## src/include/ldq_cfg.svh

```systemverilog
`ifndef LDQ_CFG_SVH
`define LDQ_CFG_SVH

// queue geometry
`define LDQ_SIZE     4
`define LDQ_IDX_W    2

// core side ids
`define CMT_ID_W     6
`define RNID_W       5
`define PADDR_W      16
`define WB_BUS_SIZE  2

// memory side slots
`define LRQ_SIZE     4
`define STQ_SIZE     4

`endif
```

## src/ldq_core_pkg.sv

```systemverilog
`include "ldq_cfg.svh"

package ldq_core_pkg;

  // load leaving dispatch in program order
  typedef struct packed {
    logic [`CMT_ID_W-1:0] cmt_id;
    logic                 rs1_valid;
    logic [`RNID_W-1:0]   rs1_rnid;
    logic                 rs1_ready;
    logic                 rs2_valid;
    logic [`RNID_W-1:0]   rs2_rnid;
    logic                 rs2_ready;
  } disp_t;

  // writeback port whose valid is a single-cycle pulse
  typedef struct packed {
    logic               valid;
    logic [`RNID_W-1:0] rd_rnid;
  } phy_wr_t;

  typedef struct packed {
    logic                 commit;  // in-order commit strobe
    logic [`CMT_ID_W-1:0] cmt_id;
  } commit_t;

endpackage

```

## src/ldq_lsu_pkg.sv

```systemverilog
`include "ldq_cfg.svh"

package ldq_lsu_pkg;

  typedef enum logic [3:0] {
    LDQ_INIT          = 4'd0,
    LDQ_ISSUE_WAIT    = 4'd1,
    LDQ_ISSUED        = 4'd2,
    LDQ_TLB_HAZ       = 4'd3,
    LDQ_EX2_RUN       = 4'd4,
    LDQ_LRQ_HAZ       = 4'd5,
    LDQ_STQ_HAZ       = 4'd6,
    LDQ_EX3_DONE      = 4'd7,
    LDQ_WAIT_COMPLETE = 4'd8
  } ldq_state_t;

  // ex2 outcome as reported by the lsu pipe
  typedef enum logic [2:0] {
    HAZ_NONE         = 3'd0,
    HAZ_L1D_CONFLICT = 3'd1,
    HAZ_LRQ_CONFLICT = 3'd2,
    HAZ_LRQ_FULL     = 3'd3,
    HAZ_LRQ_ASSIGNED = 3'd4,
    HAZ_STQ_DEPEND   = 3'd5
  } hazard_t;

  typedef struct packed {
    logic                   is_valid;
    ldq_state_t             state;
    ldq_core_pkg::disp_t    inst;
    logic [`PADDR_W-1:0]    paddr;
    logic                   except_valid;
    logic [`LRQ_SIZE-1:0]   lrq_haz_oh;
    logic [`STQ_SIZE-1:0]   stq_haz_oh;
  } ldq_entry_t;

  typedef struct packed {
    logic [`LDQ_IDX_W-1:0] index;
    logic                  tlb_hazard;
    logic                  tlb_except;
    logic [`PADDR_W-1:0]   paddr;
  } ex1_update_t;

  typedef struct packed {
    logic [`LDQ_IDX_W-1:0] index;
    hazard_t               hazard_typ;
    logic [`LRQ_SIZE-1:0]  lrq_index_oh;
    logic [`STQ_SIZE-1:0]  stq_haz_oh;
  } ex2_update_t;

  typedef struct packed {
    logic                 valid;
    logic [`LRQ_SIZE-1:0] resolve_oh;
  } lrq_resolve_t;

  typedef struct packed {
    logic                 valid;
    logic [`STQ_SIZE-1:0] resolve_oh;
  } stq_resolve_t;

  typedef struct packed {
    logic [`LDQ_IDX_W-1:0] index;
    logic [`CMT_ID_W-1:0]  cmt_id;
  } issue_t;

endpackage

```

## src/ldq_top.sv

```systemverilog
`include "ldq_cfg.svh"

module ldq_top (
  input  logic                       i_clk,
  input  logic                       i_reset_n,

  input  logic                       i_disp_valid,
  input  ldq_core_pkg::disp_t        i_disp,
  output logic                       o_disp_ready,

  input  ldq_core_pkg::phy_wr_t      i_phy_wr [`WB_BUS_SIZE],

  output logic                       o_issue_valid,
  output ldq_lsu_pkg::issue_t        o_issue,

  input  logic                       i_ex1_valid,
  input  ldq_lsu_pkg::ex1_update_t   i_ex1_update,
  input  logic                       i_ex2_valid,
  input  ldq_lsu_pkg::ex2_update_t   i_ex2_update,

  input  logic                       i_tlb_resolve,
  input  ldq_lsu_pkg::lrq_resolve_t  i_lrq_resolve,
  input  ldq_lsu_pkg::stq_resolve_t  i_stq_resolve,

  input  ldq_core_pkg::commit_t      i_commit,
  input  logic                       i_flush
);

  logic [`LDQ_IDX_W-1:0]   w_tail;
  logic [`LDQ_IDX_W-1:0]   w_head;
  logic [`LDQ_SIZE-1:0]    w_load;
  logic [`LDQ_SIZE-1:0]    w_picked;
  logic [`LDQ_SIZE-1:0]    w_finish;
  logic                    w_ready [`LDQ_SIZE];
  ldq_lsu_pkg::ldq_entry_t w_entries [`LDQ_SIZE];

  // tail slot takes the dispatched load
  assign w_load = i_disp_valid ? (`LDQ_SIZE'(1) << w_tail) : '0;

  for (genvar e = 0; e < `LDQ_SIZE; e++) begin : g_entry
    ldq_entry #(
      .ENTRY_IDX (e)
    ) u_entry (
      .i_clk         (i_clk),
      .i_reset_n     (i_reset_n),
      .i_load        (w_load[e]),
      .i_disp        (i_disp),
      .i_phy_wr      (i_phy_wr),
      .i_picked      (w_picked[e]),
      .i_ex1_valid   (i_ex1_valid),
      .i_ex1_update  (i_ex1_update),
      .i_ex2_valid   (i_ex2_valid),
      .i_ex2_update  (i_ex2_update),
      .i_tlb_resolve (i_tlb_resolve),
      .i_lrq_resolve (i_lrq_resolve),
      .i_stq_resolve (i_stq_resolve),
      .i_commit      (i_commit),
      .i_flush       (i_flush),
      .o_entry       (w_entries[e]),
      .o_ready       (w_ready[e]),
      .o_finish      (w_finish[e])
    );
  end

  ldq_ptr_ctrl u_ptr_ctrl (
    .i_clk        (i_clk),
    .i_reset_n    (i_reset_n),
    .i_disp_valid (i_disp_valid),
    .i_finish     (w_finish),
    .i_flush      (i_flush),
    .o_tail       (w_tail),
    .o_head       (w_head),
    .o_disp_ready (o_disp_ready)
  );

  ldq_issue_sel u_issue_sel (
    .i_ready       (w_ready),
    .i_head        (w_head),
    .i_entries     (w_entries),
    .o_picked      (w_picked),
    .o_issue_valid (o_issue_valid),
    .o_issue       (o_issue)
  );

endmodule

```

## src/ldq_issue_sel.sv

```systemverilog
`include "ldq_cfg.svh"

module ldq_issue_sel (
  input  logic                    i_ready [`LDQ_SIZE],
  input  logic [`LDQ_IDX_W-1:0]   i_head,
  input  ldq_lsu_pkg::ldq_entry_t i_entries [`LDQ_SIZE],
  output logic [`LDQ_SIZE-1:0]    o_picked,
  output logic                    o_issue_valid,
  output ldq_lsu_pkg::issue_t     o_issue
);

  logic [`LDQ_SIZE-1:0]  w_ready;
  logic [`LDQ_SIZE-1:0]  w_ready_rot;
  logic [`LDQ_IDX_W-1:0] w_pos;
  logic [`LDQ_IDX_W-1:0] w_win;
  logic                  w_found;

  always_comb begin
    for (int i = 0; i < `LDQ_SIZE; i++) begin
      w_ready[i]     = i_ready[i];
      w_ready_rot[i] = i_ready[(i + int'(i_head)) % `LDQ_SIZE];
    end
  end

  // lowest rotated bit is the oldest ready load
  always_comb begin
    w_found = 1'b0;
    w_pos   = '0;
    for (int i = 0; i < `LDQ_SIZE; i++) begin
      if (w_ready_rot[i] && !w_found) begin
        w_found = 1'b1;
        w_pos   = i[`LDQ_IDX_W-1:0];
      end
    end
  end

  assign w_win = w_pos + i_head;  // rotate back with wraparound

  assign o_issue_valid  = |w_ready;
  assign o_picked       = o_issue_valid ? (`LDQ_SIZE'(1) << w_win) : '0;
  assign o_issue.index  = w_win;
  assign o_issue.cmt_id = i_entries[w_win].inst.cmt_id;

endmodule

```

## src/ldq_ptr_ctrl.sv

```systemverilog
`include "ldq_cfg.svh"

module ldq_ptr_ctrl (
  input  logic                  i_clk,
  input  logic                  i_reset_n,
  input  logic                  i_disp_valid,
  input  logic [`LDQ_SIZE-1:0]  i_finish,
  input  logic                  i_flush,
  output logic [`LDQ_IDX_W-1:0] o_tail,
  output logic [`LDQ_IDX_W-1:0] o_head,
  output logic                  o_disp_ready
);

  logic [`LDQ_IDX_W-1:0] r_tail;
  logic [`LDQ_IDX_W-1:0] r_head;
  logic [`LDQ_IDX_W:0]   r_count;
  logic [`LDQ_IDX_W:0]   w_finish_cnt;
  logic [`LDQ_SIZE-1:0]  w_finish_rot;

  always_comb begin
    w_finish_cnt = '0;
    for (int i = 0; i < `LDQ_SIZE; i++) begin
      w_finish_cnt = w_finish_cnt + i_finish[i];
      w_finish_rot[i] = i_finish[(i + int'(r_head)) % `LDQ_SIZE];  // head aligned to bit 0
    end
  end

  always_ff @(posedge i_clk or negedge i_reset_n) begin
    if (!i_reset_n) begin
      r_tail  <= '0;
      r_head  <= '0;
      r_count <= '0;
    end else if (i_flush) begin
      r_tail  <= '0;
      r_head  <= '0;
      r_count <= '0;
    end else begin
      r_tail  <= r_tail + i_disp_valid;
      r_head  <= r_head + w_finish_cnt[`LDQ_IDX_W-1:0];  // in-order free
      r_count <= r_count + i_disp_valid - w_finish_cnt;
    end
  end

  assign o_tail       = r_tail;
  assign o_head       = r_head;
  assign o_disp_ready = (r_count != `LDQ_SIZE);

  a_no_disp_full: assert property (@(posedge i_clk) disable iff (!i_reset_n)
    i_disp_valid |-> o_disp_ready);

  // finishing entries form one run starting at the head
  a_finish_from_head: assert property (@(posedge i_clk) disable iff (!i_reset_n || i_flush)
    (w_finish_rot & (w_finish_rot + 1'b1)) == '0);

endmodule

```

## src/ldq_entry.sv

```systemverilog
`include "ldq_cfg.svh"

module ldq_entry #(
  parameter int ENTRY_IDX = 0
) (
  input  logic                       i_clk,
  input  logic                       i_reset_n,

  input  logic                       i_load,
  input  ldq_core_pkg::disp_t        i_disp,
  input  ldq_core_pkg::phy_wr_t      i_phy_wr [`WB_BUS_SIZE],

  input  logic                       i_picked,

  input  logic                       i_ex1_valid,
  input  ldq_lsu_pkg::ex1_update_t   i_ex1_update,
  input  logic                       i_ex2_valid,
  input  ldq_lsu_pkg::ex2_update_t   i_ex2_update,

  input  logic                       i_tlb_resolve,
  input  ldq_lsu_pkg::lrq_resolve_t  i_lrq_resolve,
  input  ldq_lsu_pkg::stq_resolve_t  i_stq_resolve,

  input  ldq_core_pkg::commit_t      i_commit,
  input  logic                       i_flush,

  output ldq_lsu_pkg::ldq_entry_t    o_entry,
  output logic                       o_ready,
  output logic                       o_finish
);

  ldq_lsu_pkg::ldq_entry_t r_entry;
  ldq_lsu_pkg::ldq_entry_t w_entry_next;

  logic                 w_rs1_valid;
  logic                 w_rs2_valid;
  logic [`RNID_W-1:0]   w_rs1_rnid;
  logic [`RNID_W-1:0]   w_rs2_rnid;
  logic                 w_rs1_hit;
  logic                 w_rs2_hit;

  logic                 w_ex1_hit;
  logic                 w_ex2_hit;
  logic                 w_lrq_is_hazard;
  logic                 w_lrq_resolve_match;
  logic                 w_lrq_slot_free;
  logic                 w_complete;
  logic [`STQ_SIZE-1:0] w_stq_haz_next;

  // dispatch fields are the ones to watch during the load cycle
  assign w_rs1_valid = i_load ? i_disp.rs1_valid : r_entry.inst.rs1_valid;
  assign w_rs2_valid = i_load ? i_disp.rs2_valid : r_entry.inst.rs2_valid;
  assign w_rs1_rnid  = i_load ? i_disp.rs1_rnid  : r_entry.inst.rs1_rnid;
  assign w_rs2_rnid  = i_load ? i_disp.rs2_rnid  : r_entry.inst.rs2_rnid;

  ldq_wakeup_match u_rs1_match (
    .i_valid  (w_rs1_valid),
    .i_rnid   (w_rs1_rnid),
    .i_phy_wr (i_phy_wr),
    .o_hit    (w_rs1_hit)
  );

  ldq_wakeup_match u_rs2_match (
    .i_valid  (w_rs2_valid),
    .i_rnid   (w_rs2_rnid),
    .i_phy_wr (i_phy_wr),
    .o_hit    (w_rs2_hit)
  );

  assign w_ex1_hit = i_ex1_valid & (i_ex1_update.index == ENTRY_IDX);
  assign w_ex2_hit = i_ex2_valid & (i_ex2_update.index == ENTRY_IDX);

  assign w_lrq_is_hazard = (i_ex2_update.hazard_typ == ldq_lsu_pkg::HAZ_LRQ_CONFLICT) |
                           (i_ex2_update.hazard_typ == ldq_lsu_pkg::HAZ_LRQ_FULL);
  // conflicting slot already drained this cycle
  assign w_lrq_resolve_match = (i_ex2_update.hazard_typ == ldq_lsu_pkg::HAZ_LRQ_CONFLICT) &
                               i_lrq_resolve.valid &
                               (i_lrq_resolve.resolve_oh == i_ex2_update.lrq_index_oh);
  // a full lrq carries no slot, so any resolve frees room
  assign w_lrq_slot_free = i_lrq_resolve.valid &
                           ((r_entry.lrq_haz_oh == '0) |
                            (i_lrq_resolve.resolve_oh == r_entry.lrq_haz_oh));

  assign w_stq_haz_next = i_stq_resolve.valid ?
                          (r_entry.stq_haz_oh & ~i_stq_resolve.resolve_oh) :
                          r_entry.stq_haz_oh;

  assign w_complete = i_commit.commit & (i_commit.cmt_id == r_entry.inst.cmt_id);

  assign o_entry  = r_entry;
  assign o_ready  = (r_entry.state == ldq_lsu_pkg::LDQ_ISSUE_WAIT) &
                    all_operand_ready(r_entry.inst);
  assign o_finish = (r_entry.state == ldq_lsu_pkg::LDQ_WAIT_COMPLETE) & w_complete;

  always_comb begin
    w_entry_next = r_entry;
    w_entry_next.inst.rs1_ready = r_entry.inst.rs1_ready | w_rs1_hit;
    w_entry_next.inst.rs2_ready = r_entry.inst.rs2_ready | w_rs2_hit;

    case (r_entry.state)
      ldq_lsu_pkg::LDQ_INIT: begin
        if (i_load) begin
          w_entry_next.is_valid       = 1'b1;
          w_entry_next.state          = ldq_lsu_pkg::LDQ_ISSUE_WAIT;
          w_entry_next.inst           = i_disp;
          w_entry_next.inst.rs1_ready = i_disp.rs1_ready | w_rs1_hit;
          w_entry_next.inst.rs2_ready = i_disp.rs2_ready | w_rs2_hit;
          w_entry_next.paddr          = '0;
          w_entry_next.except_valid   = 1'b0;
          w_entry_next.lrq_haz_oh     = '0;
          w_entry_next.stq_haz_oh     = '0;
        end
      end
      ldq_lsu_pkg::LDQ_ISSUE_WAIT: begin
        if (o_ready & i_picked) begin
          w_entry_next.state = ldq_lsu_pkg::LDQ_ISSUED;
        end
      end
      ldq_lsu_pkg::LDQ_ISSUED: begin
        if (w_ex1_hit) begin
          w_entry_next.state        = i_ex1_update.tlb_hazard ? ldq_lsu_pkg::LDQ_TLB_HAZ :
                                                                ldq_lsu_pkg::LDQ_EX2_RUN;
          w_entry_next.except_valid = i_ex1_update.tlb_except;
          w_entry_next.paddr        = i_ex1_update.paddr;
        end
      end
      ldq_lsu_pkg::LDQ_TLB_HAZ: begin
        if (i_tlb_resolve) begin
          w_entry_next.state = ldq_lsu_pkg::LDQ_ISSUE_WAIT;
        end
      end
      ldq_lsu_pkg::LDQ_EX2_RUN: begin
        if (w_ex2_hit) begin
          w_entry_next.lrq_haz_oh = i_ex2_update.lrq_index_oh;
          w_entry_next.stq_haz_oh = i_ex2_update.stq_haz_oh;
          if (w_lrq_resolve_match) begin
            w_entry_next.state = ldq_lsu_pkg::LDQ_ISSUE_WAIT;
          end else if (w_lrq_is_hazard) begin
            w_entry_next.state = ldq_lsu_pkg::LDQ_LRQ_HAZ;
          end else if (i_ex2_update.hazard_typ == ldq_lsu_pkg::HAZ_STQ_DEPEND) begin
            w_entry_next.state = ldq_lsu_pkg::LDQ_STQ_HAZ;
          end else if (i_ex2_update.hazard_typ == ldq_lsu_pkg::HAZ_L1D_CONFLICT ||
                       i_ex2_update.hazard_typ == ldq_lsu_pkg::HAZ_LRQ_ASSIGNED) begin
            w_entry_next.state = ldq_lsu_pkg::LDQ_ISSUE_WAIT;  // rerun to pick up the slot
          end else begin
            w_entry_next.state = ldq_lsu_pkg::LDQ_EX3_DONE;
          end
        end
      end
      ldq_lsu_pkg::LDQ_LRQ_HAZ: begin
        if (w_lrq_slot_free) begin
          w_entry_next.state = ldq_lsu_pkg::LDQ_ISSUE_WAIT;
        end
      end
      ldq_lsu_pkg::LDQ_STQ_HAZ: begin
        w_entry_next.stq_haz_oh = w_stq_haz_next;
        if (w_stq_haz_next == '0) begin
          w_entry_next.state = ldq_lsu_pkg::LDQ_ISSUE_WAIT;
        end
      end
      ldq_lsu_pkg::LDQ_EX3_DONE: begin
        w_entry_next.state = ldq_lsu_pkg::LDQ_WAIT_COMPLETE;
      end
      ldq_lsu_pkg::LDQ_WAIT_COMPLETE: begin
        if (w_complete) begin
          w_entry_next.is_valid = 1'b0;
          w_entry_next.state    = ldq_lsu_pkg::LDQ_INIT;
        end
      end
      default: begin
        w_entry_next.state = ldq_lsu_pkg::LDQ_INIT;
      end
    endcase

    // flush wins over everything above
    if (i_flush) begin
      w_entry_next.is_valid = 1'b0;
      w_entry_next.state    = ldq_lsu_pkg::LDQ_INIT;
    end
  end

  always_ff @(posedge i_clk or negedge i_reset_n) begin
    if (!i_reset_n) begin
      r_entry.is_valid <= 1'b0;
      r_entry.state    <= ldq_lsu_pkg::LDQ_INIT;
    end else begin
      r_entry <= w_entry_next;
    end
  end

  function automatic logic all_operand_ready(ldq_core_pkg::disp_t inst);
    return (!inst.rs1_valid | inst.rs1_ready) & (!inst.rs2_valid | inst.rs2_ready);
  endfunction

  a_ex1_only_issued: assert property (@(posedge i_clk) disable iff (!i_reset_n)
    w_ex1_hit |-> r_entry.state == ldq_lsu_pkg::LDQ_ISSUED);

  a_lrq_haz_onehot: assert property (@(posedge i_clk) disable iff (!i_reset_n)
    w_ex2_hit & w_lrq_is_hazard |-> $onehot0(i_ex2_update.lrq_index_oh));

  a_lrq_assigned_zero: assert property (@(posedge i_clk) disable iff (!i_reset_n)
    w_ex2_hit & (i_ex2_update.hazard_typ == ldq_lsu_pkg::HAZ_LRQ_ASSIGNED)
    |-> i_ex2_update.lrq_index_oh == '0);

  // selector must only pick entries that asked
  a_picked_ready: assert property (@(posedge i_clk) disable iff (!i_reset_n)
    i_picked |-> o_ready);

endmodule

```

## src/ldq_wakeup_match.sv

```systemverilog
`include "ldq_cfg.svh"

module ldq_wakeup_match (
  input  logic                  i_valid,
  input  logic [`RNID_W-1:0]    i_rnid,
  input  ldq_core_pkg::phy_wr_t i_phy_wr [`WB_BUS_SIZE],
  output logic                  o_hit
);

  logic [`WB_BUS_SIZE-1:0] w_port_hit;

  always_comb begin
    for (int p = 0; p < `WB_BUS_SIZE; p++) begin
      w_port_hit[p] = i_phy_wr[p].valid & (i_phy_wr[p].rd_rnid == i_rnid);
    end
  end

  // unused sources never wake up
  assign o_hit = i_valid & (|w_port_hit);

endmodule

```

## config.mk

```make
export PLATFORM = sky130hd
export DESIGN_NAME = ldq_top
export DESIGN_NICKNAME = d
export VERILOG_FILES = /design/src/ldq_core_pkg.sv /design/src/ldq_lsu_pkg.sv /design/src/ldq_top.sv /design/src/ldq_issue_sel.sv /design/src/ldq_ptr_ctrl.sv /design/src/ldq_entry.sv /design/src/ldq_wakeup_match.sv
export VERILOG_INCLUDE_DIRS = /design/src /design/src/include
export SDC_FILE = /design/constraint.sdc
export NUM_CORES = 1
export LEC_CHECK = 0
export ABC_AREA = 1
export BUFFER_PORTS_ARGS = -buffer_cell sky130_fd_sc_hd__buf_2
export CAP_MARGIN = 20
export CORE_ASPECT_RATIO = 0.6
export CORE_MARGIN = 3
export CORE_UTILIZATION = 55
export DETAILED_ROUTE_END_ITERATION = 10
export PLACE_DENSITY = 0.78
export SYNTH_ARGS = -nofsm -noshare
export SYNTH_HDL_FRONTEND = slang
export SYNTH_HIERARCHICAL = 1
export SYNTH_SLANG_ARGS = --single-unit
```

## constraint.sdc

```tcl
create_clock -name i_clk -period 10.4 [get_ports i_clk]
set_clock_uncertainty 0.05 [all_clocks]
set_input_delay 1.56 -clock i_clk [delete_from_list [all_inputs] [get_ports i_clk]]
set_output_delay 1.56 -clock i_clk [all_outputs]
set_load 0.05 [all_outputs]
```

==> out/metrics.yaml <==
routing:
  wire_per_inst_um: 14.7
  drtPass1Iterations: 5
  drtIter0Drc: 1078
  drcViolationCount: 0
  drt_wl_total_mm: 30.1
  ant_nets: 0
  viasPerCell: 5.21
  vias: 10600
clocking:
  clock_path_buffers: 2
  htreeDepth: 4
  cts_tree: "yes"
  ctsHoldBuffers: 0
  clock-sinks: 135
  clockRootBuffer: "clkbuf_16"
  clk_latency_ns: 0.43
  cts_resized: 0
  path_clk_slew_ns: 0.06
  postCtsSetupRepairBufs: 0
  cts_buffers: 17
timing:
  setup_tns_ns: 0
  hold_viol: 0
  fmax_mhz: 178
  finalCritPeriodShare_pct: 54.2
  relSlewSlack_pct: 49.4
  slew_violations: 0
  worst_pin_slew_ns: 0.759
  grt_setup_unrepaired: "false"
  period_needed_ns: 5.63
  finalSetupViolCount: 0
min_path:
  hold_class: "flip-flop to flip-flop"
  min_from: "g_entry[2].u_entry/o_entry[47]"
final_layout:
  mostFrequentLayoutCells: "nand2_1, inv_1, nor2_1, edfxtp_1, buf_2"
  layout_commonest_cell: "nand2_1"
  insertedDiodeCount: 0
  fin_nets: 1891
  post-route-util_pct: 64.1
  drive_gt1_share_pct: 11.7
  area_growth_pct: 12.2
yosys:
  syn_inst: 1697
  synth_area_mm2: 0.0106
  syn-mean-instance-area_um2: 6.22
  yosys_warnings: 6
  synth_nets: 1796
die:
  die_height_um: 113
  ios: 99
  core_mm2: 0.0184
  dieArea_mm2: 0.0209
  die_w_um: 185
  rows: 38
  start_util_pct: 57.2
setup_path:
  endpoint_kind: "output pin"
  required_ns: 8.79
  critPathLaunchType: "flip-flop"
  critPathKind: "flip-flop to output pin"
  cp_max_fo: 15
  startpoint: "g_entry[1].u_entry/o_entry[47]"
  cp.arrival_ns: 4.02
  timing.rr.start: "g_entry[1].u_entry/o_entry[47]"
pwr:
  intPower_mw: 1.02
  p_per_area_mw_per_mm2: 123
  ir_worst_vdd_uv: 113
  power_switching_uw: 431
  seq_power_share_pct: 42.6
  pwr-share-comb_pct: 17.9
  p_leak_nw: 6.70
  pwr-share-clk_pct: 39.4
  total_power_mw: 1.45
  netSwitchingFraction_pct: 29.7
job:
  cap_violations: 0
grt:
  grt_overflow: 0
  track_usage_pct: 29.2
  grt_pass1_wl_mm: 47.7
  grt_max_degree: 40
  first_global_vias: 9651
  antenna_found_initial: 0
status:
  status: "finished, final reports clean"
placed_design:
  hpwlAfterDp_mm: 22.3
  numPortBuffers: 81
  place_congestion: 0.919
-- worst paths after layout --
kind	depth (start not counted)	slack, ns	end
worst max-delay path	19	4.77	o_issue[4]
worst min-delay path	2	0.53	g_entry[2].u_entry/o_entry[47]
worst max register to register	25	6.11	g_entry[0].u_entry/o_entry[46]
worst min register to register	2	0.53	g_entry[2].u_entry/o_entry[47]
max in group asynchronous	2	8.79	g_entry[0].u_entry/o_entry[46]
min in group asynchronous	2	1.13	u_ptr_ctrl/o_head[0]
-- power by group through the flow --
stage / Clock, mW / Sequential [mW] / Combinational [mW]
2_1_floorplan: 0 / 0.627 / 0.159
3_3_place_gp: 0 / 0.629 / 0.242
3_5_place_dp: 0 / 0.630 / 0.250
4_1_cts: 0.578 / 0.619 / 0.252
5_1_grt: 0.603 / 0.621 / 0.293
6_report: 0.572 / 0.619 / 0.260
-- metal layers --
layer / GRT usage [%] / part of all wire [%] / wire, um / vias to the layer above
met3: 6.20 / 11 / 3230 / 34
met4: 7.74 / 1.2 / 374 / 0
met5: 0 / 0 / 0 / -
li1: - / - / - / 5331
met2: 42.9 / 42 / 12500 / 478
met1: 43.6 / 46 / 14000 / 4804
-- sequential cells by signal, summed over array words and instances, names as in the netlist --
signal / flops
g_entry.u_entry/o_entry: 128
u_ptr_ctrl/r_count: 3
u_ptr_ctrl/o_head: 2
u_ptr_ctrl/o_tail: 2
-- layout make-up --
class	count	area, um^2
fillers	1674	6610
repair buffers	90	508
clock buffers	25	505
multi-input cells	1216	5280
flip-flops and latches	135	3940
well taps	240	300
inverters	332	1260
clock inverters	7	42.5
-- critical path, stage by stage (launching register included) --
cell     delay, ns
dfrtp_1       0.43
nor2_2        0.26
inv_1         0.10
nor2_1        0.15
inv_1         0.08
nor2_1        0.28
inv_1         0.14
nand2_1       0.12
nand2_1       0.06
nand2_1       0.05
nand2_1       0.08
a31oi_1       0.15
nor2_1        0.07
ha_1          0.51
inv_1         0.47
nand2_1       0.09
nand2_1       0.07
nand3_1       0.11
nand2_1       0.09
buf_2         0.26
-- per-stage QoR --
step / instances / area [um^2] / hold slack [ns] / worst slack (ns)
after floorplan: 1697 / 10600 / 0.479 / 5.83
after global placement: 2010 / 11200 / 0.518 / 5.41
after detailed placement: 2010 / 11200 / 0.520 / 5.36
after CTS: 2042 / 11800 / 0.533 / 4.88
after global routing: 2045 / 11800 / 0.575 / 4.38
final: 2045 / 11800 / 0.531 / 4.77
(Power assumes the default switching activity.)
